`src/camera_pkg.sv`:
```
package camera_pkg;

    // pixels per line before the line word is inserted
    localparam logic [15:0] line_pixels = 16'd640;

    // one RGB565 pixel as the camera sends it, red in the top bits
    typedef struct packed {
        logic [4:0] red;
        logic [5:0] green;
        logic [4:0] blue;
    } rgb565_t;

    // one 16-bit stream word
    // the tag bit that travels beside it picks the reading
    typedef union packed {
        rgb565_t     pixel;     // tag low
        logic [15:0] line_num;  // tag high, lines since vsync
    } stream_word_u;

endpackage

```
`src/stream_pkg.sv`:
```
package stream_pkg;

    // word buffer between the tagger and the byte output
    localparam int fifo_depth  = 16;
    localparam int fifo_addr_w = 4;   // log2 of fifo_depth

    // one output byte toward the UDP sender
    typedef logic [7:0] stream_byte_t;

endpackage

```
`src/byte_serializer.sv`:
```
`timescale 1ns/1ps

module byte_serializer (
    input  logic                     ov5640_pclk,
    input  logic                     rst_n,
    input  logic                     empty,
    input  camera_pkg::stream_word_u rd_data,
    input  logic                     rd_tag,
    output logic                     rd,
    output logic                     tx_valid,
    output stream_pkg::stream_byte_t tx_byte,
    output logic                     tx_tag
);

    import stream_pkg::*;

    typedef enum logic [1:0] {
        st_idle,
        st_high,   // fetched word valid, send upper byte
        st_low     // send lower byte
    } ser_state_t;

    ser_state_t   state;
    logic [15:0]  word_bits;
    stream_byte_t high_byte;
    stream_byte_t low_byte;

    assign word_bits = rd_data;
    assign high_byte = word_bits[15:8];
    assign low_byte  = word_bits[7:0];

    // fetch while idle, or while the last byte of a word goes out
    // so words can follow back to back
    assign rd = ~empty & ((state == st_idle) | (state == st_low));

    always_ff @(posedge ov5640_pclk or negedge rst_n) begin
        if (!rst_n) begin
            state <= st_idle;
        end else begin
            case (state)
                st_idle: state <= rd ? st_high : st_idle;
                st_high: state <= st_low;
                st_low:  state <= rd ? st_high : st_idle;
                default: state <= st_idle;
            endcase
        end
    end

    assign tx_valid = (state != st_idle);
    assign tx_byte  = (state == st_high) ? high_byte : low_byte;
    assign tx_tag   = tx_valid & rd_tag;   // same tag on both bytes

endmodule

```
`src/line_tagger.sv`:
```
`timescale 1ns/1ps

module line_tagger (
    input  logic                     ov5640_pclk,
    input  logic                     rst_n,
    input  logic                     ov5640_href,
    input  logic                     ov5640_vsync,
    input  logic                     pix_valid,
    input  camera_pkg::rgb565_t      pix_data,
    output logic                     word_wr,
    output camera_pkg::stream_word_u word_data,
    output logic                     word_tag
);

    import camera_pkg::*;

    logic        href_d;
    logic        href_rise;
    logic [15:0] line_cnt;     // href rises since last vsync
    logic [15:0] pix_cnt;      // pixels in current line
    logic        line_full;
    logic        line_full_d;
    logic        tag_hit;

    assign href_rise = ov5640_href & ~href_d;
    assign line_full = (pix_cnt == line_pixels);
    assign tag_hit   = line_full & ~line_full_d;   // first cycle only

    always_ff @(posedge ov5640_pclk or negedge rst_n) begin
        if (!rst_n) begin
            href_d      <= 1'b0;
            line_full_d <= 1'b0;
        end else begin
            href_d      <= ov5640_href;
            line_full_d <= line_full;
        end
    end

    // line counter
    always_ff @(posedge ov5640_pclk or negedge rst_n) begin
        if (!rst_n) begin
            line_cnt <= '0;
        end else if (ov5640_vsync) begin
            line_cnt <= '0;
        end else if (href_rise) begin
            line_cnt <= line_cnt + 16'd1;
        end
    end

    // pixel counter, restarted by each new line
    always_ff @(posedge ov5640_pclk or negedge rst_n) begin
        if (!rst_n) begin
            pix_cnt <= '0;
        end else if (href_rise) begin
            pix_cnt <= '0;
        end else if (pix_valid) begin
            pix_cnt <= pix_cnt + 16'd1;
        end
    end

    // write strobe and tag
    always_ff @(posedge ov5640_pclk or negedge rst_n) begin
        if (!rst_n) begin
            word_wr  <= 1'b0;
            word_tag <= 1'b0;
        end else begin
            word_wr  <= pix_valid | tag_hit;
            word_tag <= tag_hit;
        end
    end

    // the line word lands one cycle after the last pixel word, so the two never collide
    always_ff @(posedge ov5640_pclk) begin
        if (tag_hit) begin
            word_data.line_num <= line_cnt;
        end else if (pix_valid) begin
            word_data.pixel <= pix_data;
        end
    end

endmodule

```
`src/ov5640_capture.sv`:
```
`timescale 1ns/1ps

module ov5640_capture (
    input  logic               ov5640_pclk,
    input  logic               rst_n,
    input  logic               ov5640_href,
    input  logic [7:0]         ov5640_data,
    output logic               pix_valid,
    output camera_pkg::rgb565_t pix_data
);

    import camera_pkg::*;

    logic       byte_phase;   // 0 = expecting high byte
    logic [7:0] high_byte;

    // byte phase and pixel strobe
    always_ff @(posedge ov5640_pclk or negedge rst_n) begin
        if (!rst_n) begin
            byte_phase <= 1'b0;
            pix_valid  <= 1'b0;
        end else begin
            pix_valid <= 1'b0;
            if (!ov5640_href) begin
                byte_phase <= 1'b0;          // realign on every href gap
            end else if (!byte_phase) begin
                byte_phase <= 1'b1;
            end else begin
                byte_phase <= 1'b0;
                pix_valid  <= 1'b1;          // low byte just sampled
            end
        end
    end

    // holds the first byte of the pair
    always_ff @(posedge ov5640_pclk) begin
        if (ov5640_href && !byte_phase) begin
            high_byte <= ov5640_data;
        end
    end

    // pixel assembly, payload only
    always_ff @(posedge ov5640_pclk) begin
        if (ov5640_href && byte_phase) begin
            pix_data <= rgb565_t'({high_byte, ov5640_data});
        end
    end

endmodule

```
`src/ov5640_line_stream.sv`:
```
`timescale 1ns/1ps

module ov5640_line_stream (
    input  logic                     ov5640_pclk,
    input  logic                     rst_n,
    input  logic                     ov5640_href,
    input  logic                     ov5640_vsync,
    input  logic [7:0]               ov5640_data,
    output logic                     tx_valid,
    output stream_pkg::stream_byte_t tx_byte,
    output logic                     tx_tag,
    output logic                     overflow
);

    import camera_pkg::*;

    logic         pix_valid;
    rgb565_t      pix_data;
    logic         word_wr;
    stream_word_u word_data;
    logic         word_tag;
    logic         fifo_rd;
    stream_word_u fifo_rd_data;
    logic         fifo_rd_tag;
    logic         fifo_empty;

    // byte pairing
    ov5640_capture i_ov5640_capture (
        .ov5640_pclk (ov5640_pclk),
        .rst_n       (rst_n),
        .ov5640_href (ov5640_href),
        .ov5640_data (ov5640_data),
        .pix_valid   (pix_valid),
        .pix_data    (pix_data)
    );

    line_tagger i_line_tagger (
        .ov5640_pclk  (ov5640_pclk),
        .rst_n        (rst_n),
        .ov5640_href  (ov5640_href),
        .ov5640_vsync (ov5640_vsync),
        .pix_valid    (pix_valid),
        .pix_data     (pix_data),
        .word_wr      (word_wr),
        .word_data    (word_data),
        .word_tag     (word_tag)
    );

    word_fifo i_word_fifo (
        .ov5640_pclk (ov5640_pclk),
        .rst_n       (rst_n),
        .wr          (word_wr),
        .wr_data     (word_data),
        .wr_tag      (word_tag),
        .rd          (fifo_rd),
        .rd_data     (fifo_rd_data),
        .rd_tag      (fifo_rd_tag),
        .empty       (fifo_empty),
        .overflow    (overflow)
    );

    // two bytes per word toward the sender
    byte_serializer i_byte_serializer (
        .ov5640_pclk (ov5640_pclk),
        .rst_n       (rst_n),
        .empty       (fifo_empty),
        .rd_data     (fifo_rd_data),
        .rd_tag      (fifo_rd_tag),
        .rd          (fifo_rd),
        .tx_valid    (tx_valid),
        .tx_byte     (tx_byte),
        .tx_tag      (tx_tag)
    );

endmodule

```
`src/word_fifo.sv`:
```
`timescale 1ns/1ps

module word_fifo (
    input  logic                     ov5640_pclk,
    input  logic                     rst_n,
    input  logic                     wr,
    input  camera_pkg::stream_word_u wr_data,
    input  logic                     wr_tag,
    input  logic                     rd,
    output camera_pkg::stream_word_u rd_data,
    output logic                     rd_tag,
    output logic                     empty,
    output logic                     overflow
);

    import camera_pkg::*;
    import stream_pkg::*;

    stream_word_u           word_mem [fifo_depth];
    logic                   tag_mem  [fifo_depth];
    logic [fifo_addr_w-1:0] wr_ptr;
    logic [fifo_addr_w-1:0] rd_ptr;
    logic [fifo_addr_w:0]   count;
    logic                   full;
    logic                   do_wr;
    logic                   do_rd;

    assign full  = (count == (fifo_addr_w + 1)'(fifo_depth));
    assign empty = (count == '0);
    assign do_wr = wr & ~full;     // dropped when full
    assign do_rd = rd & ~empty;

    // pointers wrap naturally at fifo_depth
    always_ff @(posedge ov5640_pclk or negedge rst_n) begin
        if (!rst_n) begin
            wr_ptr   <= '0;
            rd_ptr   <= '0;
            count    <= '0;
            overflow <= 1'b0;
        end else begin
            if (do_wr) wr_ptr <= wr_ptr + 1'b1;
            if (do_rd) rd_ptr <= rd_ptr + 1'b1;
            case ({do_wr, do_rd})
                2'b10:   count <= count + 1'b1;
                2'b01:   count <= count - 1'b1;
                default: count <= count;
            endcase
            if (wr && full) begin
                overflow <= 1'b1;   // sticky until reset
            end
        end
    end

    always_ff @(posedge ov5640_pclk) begin
        if (do_wr) begin
            word_mem[wr_ptr] <= wr_data;
            tag_mem[wr_ptr]  <= wr_tag;
        end
    end

    // registered read port
    always_ff @(posedge ov5640_pclk) begin
        if (do_rd) begin
            rd_data <= word_mem[rd_ptr];
            rd_tag  <= tag_mem[rd_ptr];
        end
    end

endmodule

```
`config.mk`:
```
export PLATFORM = sky130hd
export DESIGN_NAME = ov5640_line_stream
export DESIGN_NICKNAME = d
export VERILOG_FILES = /design/src/camera_pkg.sv /design/src/stream_pkg.sv /design/src/byte_serializer.sv /design/src/line_tagger.sv /design/src/ov5640_capture.sv /design/src/ov5640_line_stream.sv /design/src/word_fifo.sv
export SDC_FILE = /design/constraint.sdc
export NUM_CORES = 1
export LEC_CHECK = 0
export BUFFER_PORTS_ARGS = -buffer_cell sky130_fd_sc_hd__clkbuf_2
export CORE_MARGIN = 2
export CORE_UTILIZATION = 60
export DETAILED_ROUTE_END_ITERATION = 7
export HOLD_SLACK_MARGIN = 0.02
export PLACE_DENSITY = 0.78
export SKIP_CTS_REPAIR_TIMING = 1
export SLEW_MARGIN = 20
export SYNTH_ARGS = -nofsm -noshare
export SYNTH_HDL_FRONTEND = slang
export SYNTH_SLANG_ARGS = --single-unit
```
`constraint.sdc`:
```
create_clock -name ov5640_pclk -period 5.4 [get_ports ov5640_pclk]
set_clock_uncertainty 0.15 [all_clocks]
set_input_delay 0.81 -clock ov5640_pclk [delete_from_list [all_inputs] [get_ports ov5640_pclk]]
set_output_delay 0.81 -clock ov5640_pclk [all_outputs]
set_load 0.05 [all_outputs]
```
==> results of run 1 <==
cell usage in the layout (no fill, tap or decap), types with 4 or more instances in the layout:
| master | synthesis | routed |
|---|---|---|
| nor3_1 | 8 | 4 |
| nand2_1 | 35 | 35 |
| dfrtp_1 | 54 | 52 |
| nor2_2 | 1 | 13 |
| a22oi_1 | 34 | 34 |
| nand4_1 | 6 | 6 |
| nor2b_1 | 6 | 5 |
| xor2_1 | 14 | 14 |
| ha_1 | 12 | 12 |
| a21oi_1 | 19 | 18 |
| nand3_1 | 9 | 9 |
| inv_1 | 9 | 9 |
| clkbuf_1 | 23 | 9 |
| clkinv_1 | 0 | 6 |
| or3_1 | 6 | 6 |
| nor2_1 | 32 | 20 |
| edfxtp_1 | 329 | 329 |
| mux2_2 | 26 | 26 |
| clkbuf_16 | 0 | 39 |
| and3_1 | 5 | 5 |
| nor3_2 | 0 | 4 |
| o21ai_0 | 11 | 11 |
| and2_1 | 4 | 4 |
| buf_4 | 1 | 23 |
| clkinv_2 | 0 | 8 |
| or4_1 | 8 | 8 |
| clkbuf_2 | 1 | 22 |
| xnor2_1 | 12 | 12 |
| o31ai_1 | 8 | 8 |
| mux4_2 | 68 | 68 |
flip-flops by register name, summed over array words and instances (netlist names), 2 cells and up:
signal and count:
i_word_fifo.count 5, i_word_fifo.rd_ptr 4, i_word_fifo.wr_ptr 4, i_line_tagger.pix_cnt 16
i_byte_serializer.state 2, i_word_fifo.rd_data 16, i_word_fifo.tag_mem 16, i_line_tagger.word_data 16
i_ov5640_capture.pix_data 16, i_line_tagger.line_cnt 16, i_ov5640_capture.high_byte 8, i_word_fifo.word_mem 256
worst min-delay path by stage:
| stage | start | end | depth (start not counted) |
|---|---|---|---|
| after floorplan | i_ov5640_capture.high_byte[2]$_DFFE_PP_ | i_ov5640_capture.pix_data[10]$_DFFE_PP_ | 0 |
| after global placement | i_ov5640_capture.high_byte[2]$_DFFE_PP_ | i_ov5640_capture.pix_data[10]$_DFFE_PP_ | 0 |
| after detailed placement | i_ov5640_capture.high_byte[2]$_DFFE_PP_ | i_ov5640_capture.pix_data[10]$_DFFE_PP_ | 0 |
| after CTS | i_ov5640_capture.high_byte[2]$_DFFE_PP_ | i_ov5640_capture.pix_data[10]$_DFFE_PP_ | 0 |
| after global routing | i_ov5640_capture.high_byte[2]$_DFFE_PP_ | i_ov5640_capture.pix_data[10]$_DFFE_PP_ | 0 |
| final | rst_n | i_line_tagger.href_d$_DFF_PN0_ | 2 |
power groups by stage:
stage	logic (mW)	registers (mW)	clock network, mW
after floorplan	1.55	3.61	0
after global placement	1.81	3.80	0
after detailed placement	1.86	3.82	0
after CTS	1.88	3.77	2.56
after global routing	2.00	3.80	2.67
final	1.87	3.75	2.53
metrics by stage:
| step | instances | power, mW | setup WS [ns] | hold slack (ns) | instance area [sq um] |
|---|---|---|---|---|---|
| floorplan | 791 | 5.16 | 1.84 | 0.250 | 15000 |
| global placement | 1121 | 5.61 | 2.46 | 0.252 | 15600 |
| detailed placement | 1121 | 5.68 | 2.32 | 0.256 | 15600 |
| CTS | 1188 | 8.20 | 2.25 | 0.268 | 16800 |
| global route | 1188 | 8.47 | 2.19 | 0.282 | 16800 |
| finish | 1188 | 8.15 | 2.30 | 0.269 | 16800 |
layer usage:
metal / share of wire (%) / vias to the layer above / track usage (%)
met1: 38 / 3917 / 33.7
met4: 3.3 / 0 / 8.77
met2: 50 / 385 / 40.7
met5: 0 / - / 0
li1: - / 3255 / -
met3: 8.4 / 75 / 4.26
cells by family after synthesis:
family | Yosys count
buf+inv | 48
simple gates | 142
compound gates | 85
fa+ha+maj | 12
mux | 95
xor+xnor | 26
flops | 383
worst max-delay path, stage by stage (launching register included):
cell and delay [ns]:
dfrtp_1 0.37, nor2b_2 0.59, mux2_2 0.41, clkbuf_2 0.24
area by class of cell:
cell class	instances	area, sq um
clock buffers	48	1010
fillers	1472	7700
clock inverters	19	169
multi-input cells	360	3630
repair buffers	45	283
inverters	9	33.8
flip-flops and latches	383	11200
well taps	324	405
==> results_dict.tcl, run 1 <==
set metrics [dict create \
    cts_num_sinks 383 \
    grt_pass1_wl_um 47500 \
    net-switching-power_mw 2.39 \
    utilization_pct 68.5 \
    muxShareOfSynthArea_pct 12.2 \
    crit_fanout 9 \
    synthCells 791 \
    syn-cell-area_sq_um 15000 \
    endpoint "tx_byte[6]" \
    synthFlopType "edfxtp_1" \
    die_w_um 162 \
    startpoint "i_byte_serializer.state[0]$_DFF_PN0_" \
    worst_r2r_startpoint "i_word_fifo.count[2]$_DFFE_PN0P_" \
    drc_errors 0 \
    finalCriticalPeriod_ns 3.10 \
    die_y_um 162 \
    rr_endpoint "i_word_fifo.count[4]$_DFFE_PN0P_" \
    row_count 57 \
    vias 7632 \
    max_cap_viol_count 0 \
    grt-ovfl-total 0 \
    p_int_mw 5.76 \
    clkLatencyLatePin_ns 0.52 \
    synth.distinct_cells 56 \
    yosysTopAreaCellShare_pct 65.8 \
    synth-seq-area-share_pct 74.8 \
    area_growth_syn_to_layout_pct 11.7 \
    post-route-period-util_pct 57.4 \
    avgRoutedWirePerCell_um 26.1 \
    tightest_slew_ns 1.04 \
    crit_type "reg -> out" \
    viasPerCell 6.42 \
    rsz0062_at_grt "no" \
    yosysMostFrequentCell "edfxtp_1" \
    async_reset_ff_share_pct 14.1 \
    synth-edff-count 329 \
    syn_area_per_cell_sq_um 19.0 \
    cp.arrival_ns 2.14 \
    timing.slew.headroom_pct 30.6 \
    synth_top_family_by_area "multiplexers" \
    cp_data_required_time_ns 4.44 \
    io_pins 23 \
    grt_start_max_net_pins 55 \
    p_leak_nw 5.67 \
    numPortBuffers 22 \
    drt_iter0_markers 749 \
    outcome "complete, no violations" \
    place_hpwl_um 17300 \
    tns_ns 0 \
    rrSetupSlack_ns 2.42 \
    clockBufferDepth 3 \
    grt_usage_pct 24.6 \
    grt_pass1_vias 7984 \
    synth_fa_ha_area_share_pct 1.00 \
    synthTopCellsByCount "329 x edfxtp_1, 68 x mux4_2, 54 x dfrtp_1, 35 x nand2_1, 34 x a22oi_1" \
    maxSlewViolCount 0 \
    report.final.hold_viol_count 0 \
    synth_compound_area_share_pct 3.89 \
    crit_path_start_kind "flop" \
    die_area_sq_um 26300 \
    n_antenna_cell 0 \
    cts_buffers 38 \
    start_util_pct 61.3 \
    drt_wl_total_um 31000 \
    p_comb_share_pct 22.9 \
    yosys.area.top_type "edfxtp_1" \
    nNetsFinal 861 \
    cts_tree "done" \
    vdd_drop_max_v 0.000399 \
    synth_area_leaders "edfxtp_1 66%, mux4_2 10%, dfrtp_1 9.0%" \
    max_freq_mhz 323 \
    antenna_found_initial 0 \
    drtAntennaViolNets 0 \
    cts.clk_slew.worst_paths_ns 0.06 \
    core_area_sq_um 24500 \
    p_seq_share_pct 46.1 \
    switching_share_pct 29.4 \
    place_congestion 0.797 \
    worst_hold_path_type "in -> async" \
    p_clk_share_pct 31.0 \
    reg2reg_depth 10 \
    ys_warn_count 0 \
    power_density_nw_per_um2 486 \
    synthSimpleGateAreaFrac_pct 5.17 \
    ys_seq_elements 383 \
    drive_gt1_share_pct 25.8 \
    end_kind "output pin" \
    ctsRootBufferMaster "clkbuf_16" \
    htree_num_levels 2 \
    syn_nets 815 \
    setup_viol 0 \
    synthXorXnorAreaFrac_pct 1.52 \
    drt_pass1_iterations 5 \
]
(Power assumes the default switching activity.)
==> inputs of run 2 (changes only) <==
Settings changed: CORE_UTILIZATION 60 to 56, PLACE_DENSITY 0.78 to 0.77.
Clock period 5.4 ns to 2.8 ns, I/O delays scaled along.
==> run 2 against run 1 <==
  * Count of clock-buffer cells in the layout is the same
  * Sequential cell count is the same
  * Combinational power grew 110%
  * Via count grew 2.7%
  * First-iteration DRC count grew 24%
  * Critical path depth grew 6
  * Sequential share of layout area shrank 1.1 points
  * Critical endpoint is now i_word_fifo.count[4]$_DFFE_PN0P_
  * Total power grew 97%
  * Setup slack lost 2.1 ns
==> results_dict.tcl, run 2 (synthesis results as in run 1) <==
set metrics [dict create \
    outcome "complete, no violations" \
    cp.arrival_ns 2.88 \
    core_area_sq_um 26200 \
    cpMostUsedCell "buf_4" \
    setup_viol 0 \
    drtAntennaViolNets 0 \
    report.final.hold_viol_count 0 \
    final_cell_mix "329 x edfxtp_1, 68 x mux4_2, 51 x dfrtp_1" \
    finalCriticalPeriod_ns 2.61 \
    drt_pass1_iterations 5 \
    grt_util_met1_pct 32.5 \
    power_density_nw_per_um2 941 \
    numPortBuffers 22 \
    cts_tree "done" \
    timing.hold.ws_ns 0.169 \
    fin_cells 1222 \
    crit_path_start_kind "flop" \
    drt_wl_total_um 32300 \
    met3_usage_pct 3.62 \
    io_pins 23 \
    grt_usage_pct 24.0 \
    die_area_sq_um 28100 \
    grt_start_max_net_pins 39 \
    setup_slack_ns 0.191 \
    drc_errors 0 \
    dp.cells 1144 \
    cp_data_required_time_ns 3.07 \
    vias 7841 \
    area_growth_syn_to_layout_pct 13.5 \
    utilization_pct 65.0 \
    end_kind "flop" \
    drive_gt1_share_pct 25.6 \
    crit_type "reg -> reg" \
    path_cells "nor4_2 > buf_4 > a21oi_4 > buf_4 > ha_2 > nor3b_1 > o21ai_0 > o311ai_1 > xnor2_1" \
    max_freq_mhz 383 \
    largest_register_ffs 256 \
    reg2reg_depth 9 \
    tightest_slew_ns 0.939 \
    ctsRootBufferMaster "clkbuf_16" \
    pre_cts_slack_ns 0.0401 \
    met2_usage_pct 40.5 \
    n_antenna_cell 0 \
    final_common_cell "edfxtp_1" \
    largest_register "i_word_fifo.word_mem" \
    antenna_found_initial 0 \
    cts_buffers 39 \
    nNetsFinal 884 \
    clkLatencyLatePin_ns 0.52 \
    die_w_um 168 \
    cts_num_sinks 383 \
    rsz0062_at_grt "no" \
    place_congestion 0.843 \
    start_util_pct 57.3 \
    row_count 59 \
    cts.clk_slew.worst_paths_ns 0.06 \
    hold_path_depth 2 \
    place_hpwl_um 18200 \
    busiest_layer "met2" \
    post-route-period-util_pct 93.2 \
    htree_num_levels 2 \
    slowest_stage "dfrtp_1" \
    cpPeakStageDelay_ns 0.50 \
    grt-ovfl-total 0 \
    drt_iter0_markers 931 \
    finalPower_mw 16.0 \
    die_y_um 168 \
    maxSlewViolCount 0 \
    vdd_drop_max_v 0.000574 \
    grt_pass1_vias 8036 \
    p_leak_nw 5.80 \
    clockBufferDepth 3 \
    worst_hold_path_type "in -> reg" \
    num-fill-cells 1629 \
    crit_fanout 23 \
    grt_pass1_wl_um 49600 \
    viasPerCell 6.42 \
    max_cap_viol_count 0 \
    avgRoutedWirePerCell_um 26.4 \
    timing.slew.headroom_pct 37.4 \
]
## run 2: changes by cell type in the layout (fill, tap and decap cells not counted), sizes merged
cell         change
dlygate4sd3     +10
buf             +13
clkbuf           -1
clkinvlp         +1
## run 2: metrics by stage
stage                     area [sq um]  TNS, ns
after global placement           15700        0
after CTS                        16900        0
after global routing             17000        0
final                            17000        0
after floorplan                  15000  -0.0272
after detailed placement         15700        0
## run 2: power breakdown
part	switching [mW]	leakage, nW	internal (mW)	total, mW
logic	2.26	1.50	1.74	4.00
registers	0.377	3.72	6.71	7.08
clock network	2.09	0.586	2.87	4.96
total	4.73	5.80	11.3	16.0
## run 2: final cells by class
type	instances	area, sq um	share of cell area, %
clock buffer	48	1020	5.99
clock inverter	20	188	1.10
inverter	9	33.8	0.198
multi-input combinational	360	3620	21.2
sequential	383	11200	66.0
tap	335	419	2.46
timing repair buffer	67	523	3.07
## run 2: path summary, 6_finish.rpt
| kind | from | to | slack [ns] |
|---|---|---|---|
| max reg2reg | i_word_fifo.count[1]$_DFFE_PN0P_ | i_word_fifo.count[4]$_DFFE_PN0P_ | 0.19 |
| min in group asynchronous | rst_n | i_line_tagger.line_cnt[7]$_DFFE_PN0P_ | 0.44 |
| min | ov5640_vsync | i_line_tagger.line_cnt[11]$_DFFE_PN0P_ | 0.17 |
| max in group asynchronous | rst_n | i_line_tagger.pix_cnt[13]$_DFFE_PN0P_ | 1.35 |
| max | i_word_fifo.count[1]$_DFFE_PN0P_ | i_word_fifo.count[4]$_DFFE_PN0P_ | 0.19 |
| min reg2reg | i_ov5640_capture.high_byte[5]$_DFFE_PP_ | i_ov5640_capture.pix_data[13]$_DFFE_PP_ | 0.28 |
## run 2: routing by layer
layer	vias to the layer above	share of wire (%)
li1	3300	-
met3	78	8.1
met1	4051	38
met4	0	3.2
met5	-	0
met2	412	51
## run 2: worst max-delay path, delay by kind of cell, from the launching register on
kind | cells | cell delay (ns)
buf+inv | 2 | 0.51
flops | 1 | 0.50
compound gates | 3 | 0.45
fa+ha+maj | 1 | 0.40
simple gates | 2 | 0.33
xor+xnor | 1 | 0.17
==> inputs of run 3 (changes only) <==
Settings changed: CORE_UTILIZATION 56 to 50, PLACE_DENSITY 0.77 to 0.7, TNS_END_PERCENT from default to 100.
==> run 3 against run 2 <==
  * Critical path type unchanged
  * Clock power rose by 5.4%
  * Non-clock buffer count rose by 6
  * Final area rose by 1.4%
==> results_dict.tcl, run 3 (synthesis results as in run 1) <==
set metrics [dict create \
    crit_path_start_kind "flop" \
    worst_hold_path_type "in -> reg" \
    cp_data_required_time_ns 2.79 \
    timing.hold.ws_ns 0.150 \
    utilization_pct 58.4 \
    p_comb_share_pct 24.5 \
    final_cell_mix "329 x edfxtp_1, 68 x mux4_2, 52 x dfrtp_1" \
    crit_fanout 17 \
    start_util_pct 50.8 \
    largest_register_ffs 256 \
    final_common_cell "edfxtp_1" \
    clockBufferDepth 3 \
    viasPerCell 5.78 \
    end_kind "flop" \
    report.final.hold_viol_count 0 \
    tightest_slew_ns 1.05 \
    row_count 63 \
    largest_register "i_word_fifo.word_mem" \
    clkLatencyLatePin_ns 0.53 \
    switching_share_pct 28.8 \
    place_congestion 0.750 \
    die_y_um 177 \
    power_density_nw_per_um2 943 \
    pre_cts_slack_ns 0.213 \
    avgRoutedWirePerCell_um 23.1 \
    drt_wl_total_um 29700 \
    vdd_drop_max_v 0.000498 \
    drt_pass1_iterations 5 \
    setup_viol 0 \
    finalCriticalPeriod_ns 2.57 \
    cts_buffers 39 \
    n_antenna_cell 0 \
    grt_pass1_vias 7707 \
    die_area_sq_um 31400 \
    net-switching-power_mw 4.70 \
    grt-ovfl-total 0 \
    cts_tree "done" \
    setup_slack_ns 0.232 \
    cp.arrival_ns 2.55 \
    tns_ns 0 \
    grt_start_max_net_pins 72 \
    post-route-period-util_pct 91.7 \
    numPortBuffers 22 \
    io_pins 23 \
    drive_gt1_share_pct 27.2 \
    timing.slew.headroom_pct 30.0 \
    maxSlewViolCount 0 \
    drc_errors 0 \
    core_area_sq_um 29600 \
    drt_iter0_markers 683 \
    nNetsFinal 890 \
    rsz0062_at_grt "no" \
    max_cap_viol_count 0 \
    p_int_mw 11.6 \
    p_leak_nw 5.87 \
    cts_num_sinks 383 \
    p_clk_share_pct 32.1 \
    max_freq_mhz 389 \
    cts.clk_slew.worst_paths_ns 0.06 \
    p_seq_share_pct 43.4 \
    ctsRootBufferMaster "clkbuf_16" \
    outcome "complete, no violations" \
    antenna_found_initial 0 \
    die_w_um 177 \
    htree_num_levels 2 \
    grt_pass1_wl_um 45700 \
    grt_usage_pct 19.8 \
    area_growth_syn_to_layout_pct 15.1 \
    crit_type "reg -> reg" \
    drtAntennaViolNets 0 \
    vias 7428 \
    place_hpwl_um 17200 \
]
[run 3: metal layers]
metal | up-vias | global-route usage (%) | share of wire [%]
met5 | - | 0 | 0
met4 | 0 | 5.37 | 2.0
met3 | 45 | 3.05 | 5.1
met2 | 209 | 33.0 | 49
met1 | 3853 | 27.3 | 44
li1 | 3321 | - | -
[run 3: final timing paths]
| kind | startpoint | slack [ns] | depth (start not counted) | end |
|---|---|---|---|---|
| hold reg to reg | i_ov5640_capture.high_byte[1]$_DFFE_PP_ | 0.27 | 0 | i_ov5640_capture.pix_data[9]$_DFFE_PP_ |
| hold / removal | ov5640_vsync | 0.15 | 2 | i_line_tagger.line_cnt[13]$_DFFE_PN0P_ |
| max in group asynchronous | rst_n | 1.48 | 3 | i_line_tagger.line_cnt[10]$_DFFE_PN0P_ |
| setup / recovery | i_word_fifo.count[1]$_DFFE_PN0P_ | 0.23 | 6 | i_word_fifo.word_mem[2][3]$_DFFE_PP_ |
| min in group asynchronous | rst_n | 0.32 | 2 | i_line_tagger.href_d$_DFF_PN0_ |
| setup reg to reg | i_word_fifo.count[1]$_DFFE_PN0P_ | 0.23 | 6 | i_word_fifo.word_mem[2][3]$_DFFE_PP_ |
[run 3: metrics by stage]
stage / instance area [sq um] / cells / power, mW
2_1_floorplan: 15000 / 791 / 9.97
3_3_place_gp: 15900 / 1205 / 11.1
3_5_place_dp: 15900 / 1205 / 11.2
4_1_cts: 17200 / 1275 / 16.4
5_1_grt: 17300 / 1285 / 17.0
6_report: 17300 / 1285 / 16.3
[run 3: worst max-delay path, stage by stage (launching register included)]
cell	delay [ns]
dfrtp_1	0.48
nor4_2	0.06
buf_4	0.15
a21boi_2	0.15
buf_4	0.17
nand2_1	0.17
nor3_4	0.84
[run 3: area by class of cell]
cell class | count | area, sq um
clock inverter | 23 | 244
multi-input combinational | 360 | 3660
tap | 390 | 488
timing repair buffer | 73 | 556
inverter | 9 | 33.8
sequential | 383 | 11200
fill | 2147 | 12300
clock buffer | 47 | 1060
[run 3: power by group through the flow]
stage / combinational (mW) / clock, mW / sequential, mW
floorplan: 3.01 / 0 / 6.96
global placement: 3.96 / 0 / 7.19
detailed placement: 4.00 / 0 / 7.20
CTS: 4.03 / 5.30 / 7.09
global route: 4.32 / 5.52 / 7.15
finish: 3.99 / 5.23 / 7.08
